File: src/design/rob_cfg_pkg.sv
package rob_cfg_pkg;

  // buffer geometry
  localparam int rob_depth       = 8;
  localparam int rob_index_width = 3;

  // slot number inside the circular queue
  typedef logic [rob_index_width-1:0] rob_index_t;

  // slot number with a wrap bit on top
  // equal pointers mean empty, a difference in the wrap bit alone means full
  typedef logic [rob_index_width:0] rob_ptr_t;

endpackage

File: src/design/rob_entry_pkg.sv
package rob_entry_pkg;

  localparam int addr_width     = 32;
  localparam int data_width     = 32;
  localparam int reg_addr_width = 5;
  localparam int exc_code_width = 5;

  typedef logic [addr_width-1:0]     addr_t;
  typedef logic [data_width-1:0]     data_t;
  typedef logic [reg_addr_width-1:0] reg_addr_t;
  typedef logic [exc_code_width-1:0] exc_code_t;

  // one instruction record, 76 bits
  typedef struct packed {
    logic      done;
    logic      reg_write_en;
    reg_addr_t reg_addr;
    data_t     result;
    exc_code_t exc_code;
    addr_t     pc;
  } rob_entry_t;

endpackage

File: src/design/rob_ptr_if.sv
`timescale 1ns/1ps

interface rob_ptr_if;

  // resolved write strobe, allocate or update
  logic                   wr_en;
  rob_cfg_pkg::rob_index_t wr_index;

  // read slots for the two views
  rob_cfg_pkg::rob_index_t issue_index;
  rob_cfg_pkg::rob_index_t commit_index;

  // done bit of the head slot
  logic                   head_done;

  modport ctrl (
    output wr_en,
    output wr_index,
    output issue_index,
    output commit_index,
    input  head_done
  );

  modport array (
    input  wr_en,
    input  wr_index,
    input  issue_index,
    input  commit_index,
    output head_done
  );

endinterface

File: src/design/rob_ptr_ctrl.sv
`timescale 1ns/1ps

module rob_ptr_ctrl (
  input  logic                    clk,
  input  logic                    rst,
  input  logic                    write_en,
  input  logic                    read_en,
  input  logic                    commit_en,
  input  logic                    update_en,
  input  logic                    erase_en,
  input  rob_cfg_pkg::rob_index_t update_addr,
  input  rob_cfg_pkg::rob_index_t erase_addr,
  output logic                    can_write,
  output logic                    can_read,
  output logic                    can_commit,
  output rob_cfg_pkg::rob_index_t issue_tag,
  output rob_cfg_pkg::rob_index_t commit_tag,
  rob_ptr_if.ctrl                 ptr
);

  localparam int iw = rob_cfg_pkg::rob_index_width;

  rob_cfg_pkg::rob_ptr_t head_ptr;
  rob_cfg_pkg::rob_ptr_t read_ptr;
  rob_cfg_pkg::rob_ptr_t tail_ptr;

  logic empty;
  logic full;
  logic do_alloc;
  logic do_read;
  logic do_commit;

  rob_cfg_pkg::rob_ptr_t read_next;
  rob_cfg_pkg::rob_ptr_t erase_tail;
  rob_cfg_pkg::rob_ptr_t erase_count;
  rob_cfg_pkg::rob_ptr_t read_dist;
  logic                  erase_wrap;
  logic                  pull_back;

  // status flags
  assign empty      = head_ptr == tail_ptr;
  assign full       = (head_ptr[iw-1:0] == tail_ptr[iw-1:0]) && (head_ptr[iw] != tail_ptr[iw]);
  assign can_write  = !full;
  assign can_read   = read_ptr != tail_ptr;
  assign can_commit = !empty && ptr.head_done;

  // enables only count while their flag is up
  assign do_alloc  = write_en && can_write && !erase_en;
  assign do_read   = read_en && can_read;
  assign do_commit = commit_en && can_commit;

  // allocate beats update, erase blocks allocate
  assign ptr.wr_en    = do_alloc || update_en;
  assign ptr.wr_index = do_alloc ? tail_ptr[iw-1:0] : update_addr;

  assign ptr.issue_index  = read_ptr[iw-1:0];
  assign ptr.commit_index = head_ptr[iw-1:0];
  assign issue_tag        = read_ptr[iw-1:0];
  assign commit_tag       = head_ptr[iw-1:0];

  // new tail after erase, wrap taken relative to head
  always_comb begin
    erase_wrap  = (erase_addr >= head_ptr[iw-1:0]) ? head_ptr[iw] : !head_ptr[iw];
    erase_tail  = {erase_wrap, erase_addr};
    erase_count = erase_tail - head_ptr;
    read_next   = read_ptr + rob_cfg_pkg::rob_ptr_t'(do_read);
    read_dist   = read_next - head_ptr;
    // read pointer beyond the cut gets pulled back to it
    pull_back   = read_dist > erase_count;
  end

  always_ff @(posedge clk) begin
    if (!rst) begin
      head_ptr <= '0;
    end else if (do_commit) begin
      head_ptr <= head_ptr + 1'b1;
    end
  end

  always_ff @(posedge clk) begin
    if (!rst) begin
      read_ptr <= '0;
    end else if (erase_en && pull_back) begin
      read_ptr <= erase_tail;
    end else begin
      read_ptr <= read_next;
    end
  end

  always_ff @(posedge clk) begin
    if (!rst) begin
      tail_ptr <= '0;
    end else if (erase_en) begin
      tail_ptr <= erase_tail;
    end else if (do_alloc) begin
      tail_ptr <= tail_ptr + 1'b1;
    end
  end

endmodule

File: src/design/rob_entry_array.sv
`timescale 1ns/1ps

module rob_entry_array (
  input  logic                      clk,
  input  logic                      rst,
  input  rob_entry_pkg::rob_entry_t wr_data,
  output rob_entry_pkg::rob_entry_t issue_entry,
  output rob_entry_pkg::rob_entry_t commit_entry,
  rob_ptr_if.array                  ptr
);

  rob_entry_pkg::rob_entry_t entries [rob_cfg_pkg::rob_depth];

  // single write port, shared by allocate and update
  always_ff @(posedge clk) begin
    if (!rst) begin
      for (int i = 0; i < rob_cfg_pkg::rob_depth; i++) begin
        entries[i] <= '0;
      end
    end else if (ptr.wr_en) begin
      entries[ptr.wr_index] <= wr_data;
    end
  end

  // combinational views
  assign issue_entry  = entries[ptr.issue_index];
  assign commit_entry = entries[ptr.commit_index];

  // head done bit goes back for the commit flag
  assign ptr.head_done = commit_entry.done;

endmodule

File: src/design/rob_top.sv
`timescale 1ns/1ps

module rob_top (
  input  logic                     clk,
  input  logic                     rst,
  input  logic                     write_en,
  input  logic                     read_en,
  input  logic                     update_en,
  input  logic                     commit_en,
  input  logic                     erase_en,
  input  rob_cfg_pkg::rob_index_t  update_addr,
  input  rob_cfg_pkg::rob_index_t  erase_addr,
  input  logic                     in_done,
  input  logic                     in_reg_write_en,
  input  rob_entry_pkg::reg_addr_t in_reg_addr,
  input  rob_entry_pkg::data_t     in_result,
  input  rob_entry_pkg::exc_code_t in_exc_code,
  input  rob_entry_pkg::addr_t     in_pc,
  output logic                     can_write,
  output logic                     can_read,
  output logic                     can_commit,
  output rob_cfg_pkg::rob_index_t  issue_tag,
  output rob_entry_pkg::addr_t     issue_pc,
  output rob_entry_pkg::exc_code_t issue_exc_code,
  output rob_cfg_pkg::rob_index_t  commit_tag,
  output logic                     commit_reg_write_en,
  output rob_entry_pkg::reg_addr_t commit_reg_addr,
  output rob_entry_pkg::data_t     commit_result,
  output rob_entry_pkg::exc_code_t commit_exc_code,
  output rob_entry_pkg::addr_t     commit_pc
);

  rob_entry_pkg::rob_entry_t wr_data;
  rob_entry_pkg::rob_entry_t issue_entry;
  rob_entry_pkg::rob_entry_t commit_entry;

  rob_ptr_if u_ptr_if ();

  // pack incoming record
  assign wr_data.done         = in_done;
  assign wr_data.reg_write_en = in_reg_write_en;
  assign wr_data.reg_addr     = in_reg_addr;
  assign wr_data.result       = in_result;
  assign wr_data.exc_code     = in_exc_code;
  assign wr_data.pc           = in_pc;

  rob_ptr_ctrl u_ptr_ctrl (
    .clk         (clk),
    .rst         (rst),
    .write_en    (write_en),
    .read_en     (read_en),
    .commit_en   (commit_en),
    .update_en   (update_en),
    .erase_en    (erase_en),
    .update_addr (update_addr),
    .erase_addr  (erase_addr),
    .can_write   (can_write),
    .can_read    (can_read),
    .can_commit  (can_commit),
    .issue_tag   (issue_tag),
    .commit_tag  (commit_tag),
    .ptr         (u_ptr_if.ctrl)
  );

  rob_entry_array u_entry_array (
    .clk          (clk),
    .rst          (rst),
    .wr_data      (wr_data),
    .issue_entry  (issue_entry),
    .commit_entry (commit_entry),
    .ptr          (u_ptr_if.array)
  );

  // issue view
  assign issue_pc       = issue_entry.pc;
  assign issue_exc_code = issue_entry.exc_code;

  // commit view
  assign commit_reg_write_en = commit_entry.reg_write_en;
  assign commit_reg_addr     = commit_entry.reg_addr;
  assign commit_result       = commit_entry.result;
  assign commit_exc_code     = commit_entry.exc_code;
  assign commit_pc           = commit_entry.pc;

endmodule

File: config.mk
export PLATFORM = sky130hd
export DESIGN_NAME = rob_top
export DESIGN_NICKNAME = d
export VERILOG_FILES = /design/src/design/rob_cfg_pkg.sv /design/src/design/rob_entry_pkg.sv /design/src/design/rob_ptr_if.sv /design/src/design/rob_ptr_ctrl.sv /design/src/design/rob_entry_array.sv /design/src/design/rob_top.sv
export SDC_FILE = /design/constraint.sdc
export NUM_CORES = 1
export LEC_CHECK = 0
export BUFFER_PORTS_ARGS = -buffer_cell sky130_fd_sc_hd__buf_2
export CORE_MARGIN = 5
export CORE_UTILIZATION = 45
export DETAILED_ROUTE_END_ITERATION = 10
export PLACE_DENSITY = 0.61
export SYNTH_ARGS = -nofsm -noshare
export SYNTH_HDL_FRONTEND = slang
export SYNTH_SLANG_ARGS = --single-unit
File: constraint.sdc
create_clock -name clk -period 32.5 [get_ports clk]
set_input_delay 3.25 -clock clk [delete_from_list [all_inputs] [get_ports clk]]
set_output_delay 3.25 -clock clk [all_outputs]
set_load 0.02 [all_outputs]
==> results.json, run 1 <==
{
  "status": "complete, no violations",
  "hold_class": "flop to flop",
  "drv_slew": 0,
  "yosysWarnings": 0,
  "ir_worst_vdd_uv": 36.36,
  "track_usage_pct": 21.85,
  "gp_congestion": 0.7793,
  "final_util_pct": 51.65,
  "drt_iter0_markers": 1382,
  "clk_path_buf_depth": 3,
  "yosys-top-cells-area": "edfxtp_1, mux4_2, and2_1",
  "wl_per_cell_um": 26.78,
  "synth_nets": 1982,
  "synth_area_leader_cell": "edfxtp_1",
  "p_leak_uw": 0.01269,
  "cp_slowest_cell": "dfxtp_4",
  "ant_nets": 0,
  "holdPathStages": 2,
  "finalHoldViolations": 0,
  "yosysTopAreaCellShare_pct": 59.91,
  "hp-start": "u_ptr_ctrl.head_ptr[2]",
  "r2r_cells": 15,
  "insertion_delay_ns": 0.61,
  "instances_no_fill": 2983,
  "cts_hold_buffers": 0,
  "viasPerCell": 5.678,
  "antenna_found_initial": 13,
  "fmax_mhz": 137.7,
  "slowest_delay_ns": 0.85,
  "r2r_start": "u_ptr_ctrl.tail_ptr[2]",
  "clk_pin_slew_ns": 0.06,
  "ys_ff_latch": 623,
  "synth_edf_count": 608,
  "cp_common_cell": "buf_4",
  "die_area_sq_mm": 0.07303,
  "grt_max_degree": 65,
  "post-route-period-util_pct": 22.35,
  "cts_buffers": 69,
  "cp_num_buf_inv": 3,
  "startpoint_type": "flop",
  "grt_pass1_wl_um": 119900,
  "cts_tree": "done",
  "whs_ns": 0.5713,
  "port_buffers": 209,
  "synth_seq_area_share_pct": 60.89,
  "cts_resized": 0,
  "die_w_um": 270.2,
  "final_nets": 2156,
  "synthCells": 1877,
  "dpl_cell_area_sq_mm": 0.03249,
  "maxCapViolCount": 0,
  "boundaryPins": 210,
  "min_period_ns": 7.264,
  "synthesis.area_sq_mm": 0.03048,
  "worstPathArrival_ns": 4.01,
  "grt_pass1_vias": 18252,
  "synthArstFlopShare_pct": 0,
  "setup_viol": 0,
  "core_sq_mm": 0.06716,
  "dp_cells": 2853,
  "synthFlopType": "edfxtp_1",
  "vias": 16936,
  "power_density_mw_per_mm2": 62.49,
  "mostFrequentLayoutCells": "and2_1, edfxtp_1, mux4_2, buf_2, mux2_2",
  "ys_types": 42,
  "tns_ns": 0,
  "r2r_end": "u_ptr_ctrl.read_ptr[3]",
  "worst-path-max-fanout": 40,
  "worst_slew_pin_slew_ns": 1.312,
  "cp_cell_sequence": "buf_4 > buf_4 > mux4_2 > mux2_2 > buf_2",
  "dr.pass1.iters": 7,
  "area_growth_syn_to_layout_pct": 13.82,
  "cts_num_sinks": 623,
  "r2r_setup_slack_ns": 28.43,
  "worstSetupEndpointType": "output port",
  "grt-ovfl-total": 0,
  "maxSlewHeadroom_pct": 12.19,
  "cp.required_ns": 29.25,
  "layout-drive-gt1-share_pct": 33.30,
  "crit_type": "flop to output port",
  "dp_hpwl_um": 43840,
  "postLayoutCellArea_sq_mm": 0.03469,
  "layout_commonest_cell": "and2_1",
  "cts-root-buf": "clkbuf_16",
  "rows": 95,
  "htreeDepth": 3,
  "drt-total-wl_um": 79870,
  "start_util_pct": 45.38,
  "fin_worst_skew_ns": 0.01493,
  "postCtsSetupRepairBufs": 0,
  "avgSynthCellArea_sq_um": 16.24,
  "fp.dieH_um": 270.2,
  "drc": 0,
  "crit_family": "buffers and inverters",
  "rsz0062_at_grt": "false"
}
==> flip-flops by register name, summed over array words and instances, names as in the netlist, named ones only <==
name,cells
u_ptr_ctrl.head_ptr,4
u_ptr_ctrl.tail_ptr,4
u_ptr_ctrl.read_ptr,4
u_entry_array.entries,608
==> area by class of cell <==
cell class | count | area (sq um)
Antenna cell | 8 | 20.02
Clock inverter | 37 | 396.6
Sequential cell | 623 | 18580
Tap cell | 873 | 1092
Timing Repair Buffer | 245 | 1316
Clock buffer | 85 | 1787
Multi-Input combinational cell | 1102 | 11460
Inverter | 10 | 37.54
Fill cell | 5497 | 32470
==> Yosys cell counts, types with 2 or more instances <==
master      n
a211oi_1    2
buf_2      25
o311ai_0    7
xor2_1     10
mux4_2    224
buf_1      21
nor2_1     15
mux2_2    112
o21ai_0     4
edfxtp_1  608
clkbuf_1   90
nor4bb_1    2
nand2b_1    4
ha_1       14
mux2i_1    18
nand4_1     4
fa_1        2
and2_1    609
xnor2_1    10
dfxtp_1    15
nand2_1    18
nor2b_1     8
a21oi_1     6
nand3_1    14
inv_1      10
buf_4       6
nand3b_1    4
==> routing by layer <==
metal | wire [um] | vias up | GRT usage, % | part of all wire, %
met4 | 1375 | 8 | 4.879 | 1.7
met3 | 5440 | 91 | 4.628 | 6.8
met1 | 33180 | 8864 | 29.39 | 42
met2 | 39820 | 502 | 37.06 | 50
li1 | - | 7471 | - | -
met5 | 57 | - | 0 | 0.071
==> through the flow <==
| step | worst slack, ns | power [uW] |
|---|---|---|
| global route | 24.83 | 2257 |
| global placement | 25.72 | 1426 |
| CTS | 25.04 | 2193 |
| detailed placement | 25.69 | 1432 |
| floorplan | 19.23 | 1294 |
| finish | 25.24 | 2168 |
==> report_power, final <==
part / switching (uW) / internal, uW
Combinational: 246 / 195
Sequential: 31.9 / 935
Clock: 318 / 441
Total: 596 / 1570
==> worst max path at each step <==
stage	startpoint	to	slack (ns)	depth (start not counted)
final	flop	commit_pc[2]	25.24	5
after global routing	flop	commit_pc[2]	24.83	5
after CTS	flop	commit_pc[2]	25.04	5
after detailed placement	flop	commit_pc[2]	25.69	5
after global placement	flop	commit_pc[2]	25.72	5
after floorplan	write_en	u_entry_array.entries[3][0]	19.23	4
==> worst min-delay path, cell delays in order, from the launching register on <==
cell     delay, ns
dfxtp_1       0.35
nand2_1       0.08
mux2i_1       0.09
==> logic make-up after synthesis <==
| group | share of synthesized area, % |
|---|---|
| XOR/XNOR | 0.5747 |
| multiplexers | 21.28 |
| buffers and inverters | 2.049 |
| AND/OR/NAND/NOR | 13.84 |
| flip-flops | 60.89 |
| AO/OA/AOI/OAI | 0.6528 |
| adder cells (fa/ha/maj) | 0.7061 |
Note: power is estimated with default switching activity, not from simulation.
==> run 2: changes to the inputs <==
--- a/config.mk
+++ b/config.mk
@@ -9,7 +9,7 @@
 export CORE_MARGIN = 5
 export CORE_UTILIZATION = 45
 export DETAILED_ROUTE_END_ITERATION = 10
-export PLACE_DENSITY = 0.61
+export PLACE_DENSITY = 0.64
 export SYNTH_ARGS = -nofsm -noshare
 export SYNTH_HDL_FRONTEND = slang
 export SYNTH_SLANG_ARGS = --single-unit
==> constraint.sdc (replaced) <==
create_clock -name clk -period 6.5 [get_ports clk]
set_input_delay 0.65 -clock clk [delete_from_list [all_inputs] [get_ports clk]]
set_output_delay 0.65 -clock clk [all_outputs]
set_load 0.02 [all_outputs]
==> run 2 against run 1 <==
Compared with the run above: die area is the same; global-route usage down 0.83 points; sequential power rose to 5.0 times the previous value; register-to-register slack got worse by 26 ns; combinational power increased to 4.9 times the previous value; critical path type is now flop to flop; worst setup slack lost 23 ns; largest power group unchanged; critical path depth up 10.
==> results.json, run 2 (synthesis gave the netlist of run 1 again) <==
{
  "cp_num_buf_inv": 0,
  "dp_cells": 2851,
  "regMostFlops": "u_entry_array.entries",
  "start_util_pct": 45.38,
  "p_sw_uw": 2910,
  "worst-path-max-fanout": 44,
  "antenna_found_initial": 11,
  "instances_no_fill": 2970,
  "crit_cells": 15,
  "drv_slew": 0,
  "area_growth_syn_to_layout_pct": 13.46,
  "holdPathStages": 2,
  "die_area_sq_mm": 0.07303,
  "cts_buffers": 68,
  "combPwrFrac_pct": 20.7,
  "layout_commonest_cell": "and2_1",
  "setup_viol": 0,
  "grt_pass1_vias": 18442,
  "cts_hold_buffers": 0,
  "drt_iter0_markers": 1253,
  "insertion_delay_ns": 0.60,
  "cp_common_cell": "ha_1",
  "cp_cell_sequence": "xnor2_1 > nand4_1 > and2_1 > ha_1 > ha_1 > ha_1 > a21o_1 > a21oi_1 > xnor2_1 > ha_1 > nand4_1 > nand2_1 > a21oi_1 > mux2i_1 > nor2_1",
  "grt-ovfl-total": 0,
  "grt_max_degree": 77,
  "drc": 0,
  "worstPathArrival_ns": 4.56,
  "clk_pin_slew_ns": 0.05,
  "postCtsSetupRepairBufs": 0,
  "swShare_pct": 27.63,
  "mostFrequentLayoutCells": "and2_1, edfxtp_1, mux4_2, buf_2, mux2_2",
  "fmax_mhz": 243.7,
  "post-route-period-util_pct": 63.12,
  "fin_worst_skew_ns": 0.01901,
  "r2r_cells": 15,
  "status": "complete, no violations",
  "p_int_uw": 7620,
  "largest_register_ffs": 608,
  "power.share.sequential_pct": 46.1,
  "power_frac_clock_pct": 33.2,
  "wl_per_cell_um": 25.79,
  "cts_num_sinks": 623,
  "worstSetupEndpointType": "flop",
  "rsz0062_at_grt": "false",
  "cts-root-buf": "clkbuf_16",
  "hold_class": "input pin to flop",
  "track_usage_pct": 21.02,
  "cp_slowest_cell": "dfxtp_4",
  "maxSlewHeadroom_pct": 21.62,
  "dpl_cell_area_sq_mm": 0.03261,
  "drt-total-wl_um": 76580,
  "min_period_ns": 4.103,
  "p_leak_uw": 0.01263,
  "fp.dieH_um": 270.2,
  "crit_type": "flop to flop",
  "ant_nets": 0,
  "layout-drive-gt1-share_pct": 32.98,
  "finalHoldViolations": 0,
  "port_buffers": 209,
  "cts_tree": "done",
  "grt_pass1_wl_um": 116400,
  "final_util_pct": 51.49,
  "postLayoutCellArea_sq_mm": 0.03458,
  "rows": 95,
  "power_density_mw_per_mm2": 304.5,
  "vias": 16834,
  "worst_slew_pin_slew_ns": 1.176,
  "dr.pass1.iters": 5,
  "maxCapViolCount": 0,
  "tns_ns": 0,
  "finalWorstSetupSlack_ns": 2.397,
  "crit_family": "adder cells",
  "die_w_um": 270.2,
  "cp.required_ns": 6.96,
  "dpl_worst_slack_ns": 2.338,
  "ir_worst_vdd_uv": 214.0,
  "clk_path_buf_depth": 3,
  "viasPerCell": 5.668,
  "core_sq_mm": 0.06716,
  "slowest_delay_ns": 0.95,
  "dp_hpwl_um": 41740,
  "htreeDepth": 3,
  "startpoint_type": "flop",
  "final_nets": 2153,
  "boundaryPins": 210,
  "gp_congestion": 0.8081,
  "cts_resized": 0
}
-- run 2: power groups by stage --
| stage | Clock (uW) | Combinational (uW) | Sequential (uW) |
|---|---|---|---|
| 6_report | 3490 | 2180 | 4860 |
| 5_1_grt | 3740 | 2330 | 4900 |
| 4_1_cts | 3570 | 2230 | 4870 |
| 3_5_place_dp | 0 | 2220 | 4950 |
| 3_3_place_gp | 0 | 2200 | 4930 |
| 2_1_floorplan | 0 | 1590 | 4850 |
-- run 2: area by class of cell --
| type | instances | area, sq um |
|---|---|---|
| clock inverters | 29 | 195.2 |
| clock buffers | 85 | 1765 |
| fillers | 5495 | 32580 |
| diodes | 5 | 12.51 |
| multi-input cells | 1102 | 11530 |
| inverters | 10 | 37.54 |
| repair buffers | 243 | 1364 |
| flip-flops and latches | 623 | 18580 |
| well taps | 873 | 1092 |
-- run 2: final timing paths --
| kind | slack (ns) | end | from |
|---|---|---|---|
| hold reg to reg | 0.54 | flop | u_ptr_ctrl.head_ptr[2] |
| setup / recovery | 2.40 | u_ptr_ctrl.read_ptr[0] | u_ptr_ctrl.read_ptr[0] |
| hold / removal | 0.36 | u_ptr_ctrl.tail_ptr[0] | erase_en |
| setup reg to reg | 2.40 | u_ptr_ctrl.read_ptr[0] | u_ptr_ctrl.read_ptr[0] |
-- run 2: layer usage --
| layer | up-vias | GRT usage, % | share of wire, % |
|---|---|---|---|
| li1 | 7450 | - | - |
| met1 | 8825 | 26.44 | 40 |
| met2 | 448 | 37.54 | 52 |
| met3 | 103 | 4.308 | 5.9 |
| met4 | 8 | 5.216 | 1.9 |
| met5 | - | 0 | 0.072 |
-- run 2: per-stage QoR --
step	total power, uW	hold slack, ns
5_1_grt	10980	0.3637
2_1_floorplan	6441	0.5034
6_report	10530	0.3643
3_5_place_dp	7166	0.5423
4_1_cts	10670	0.3251
3_3_place_gp	7125	0.5350
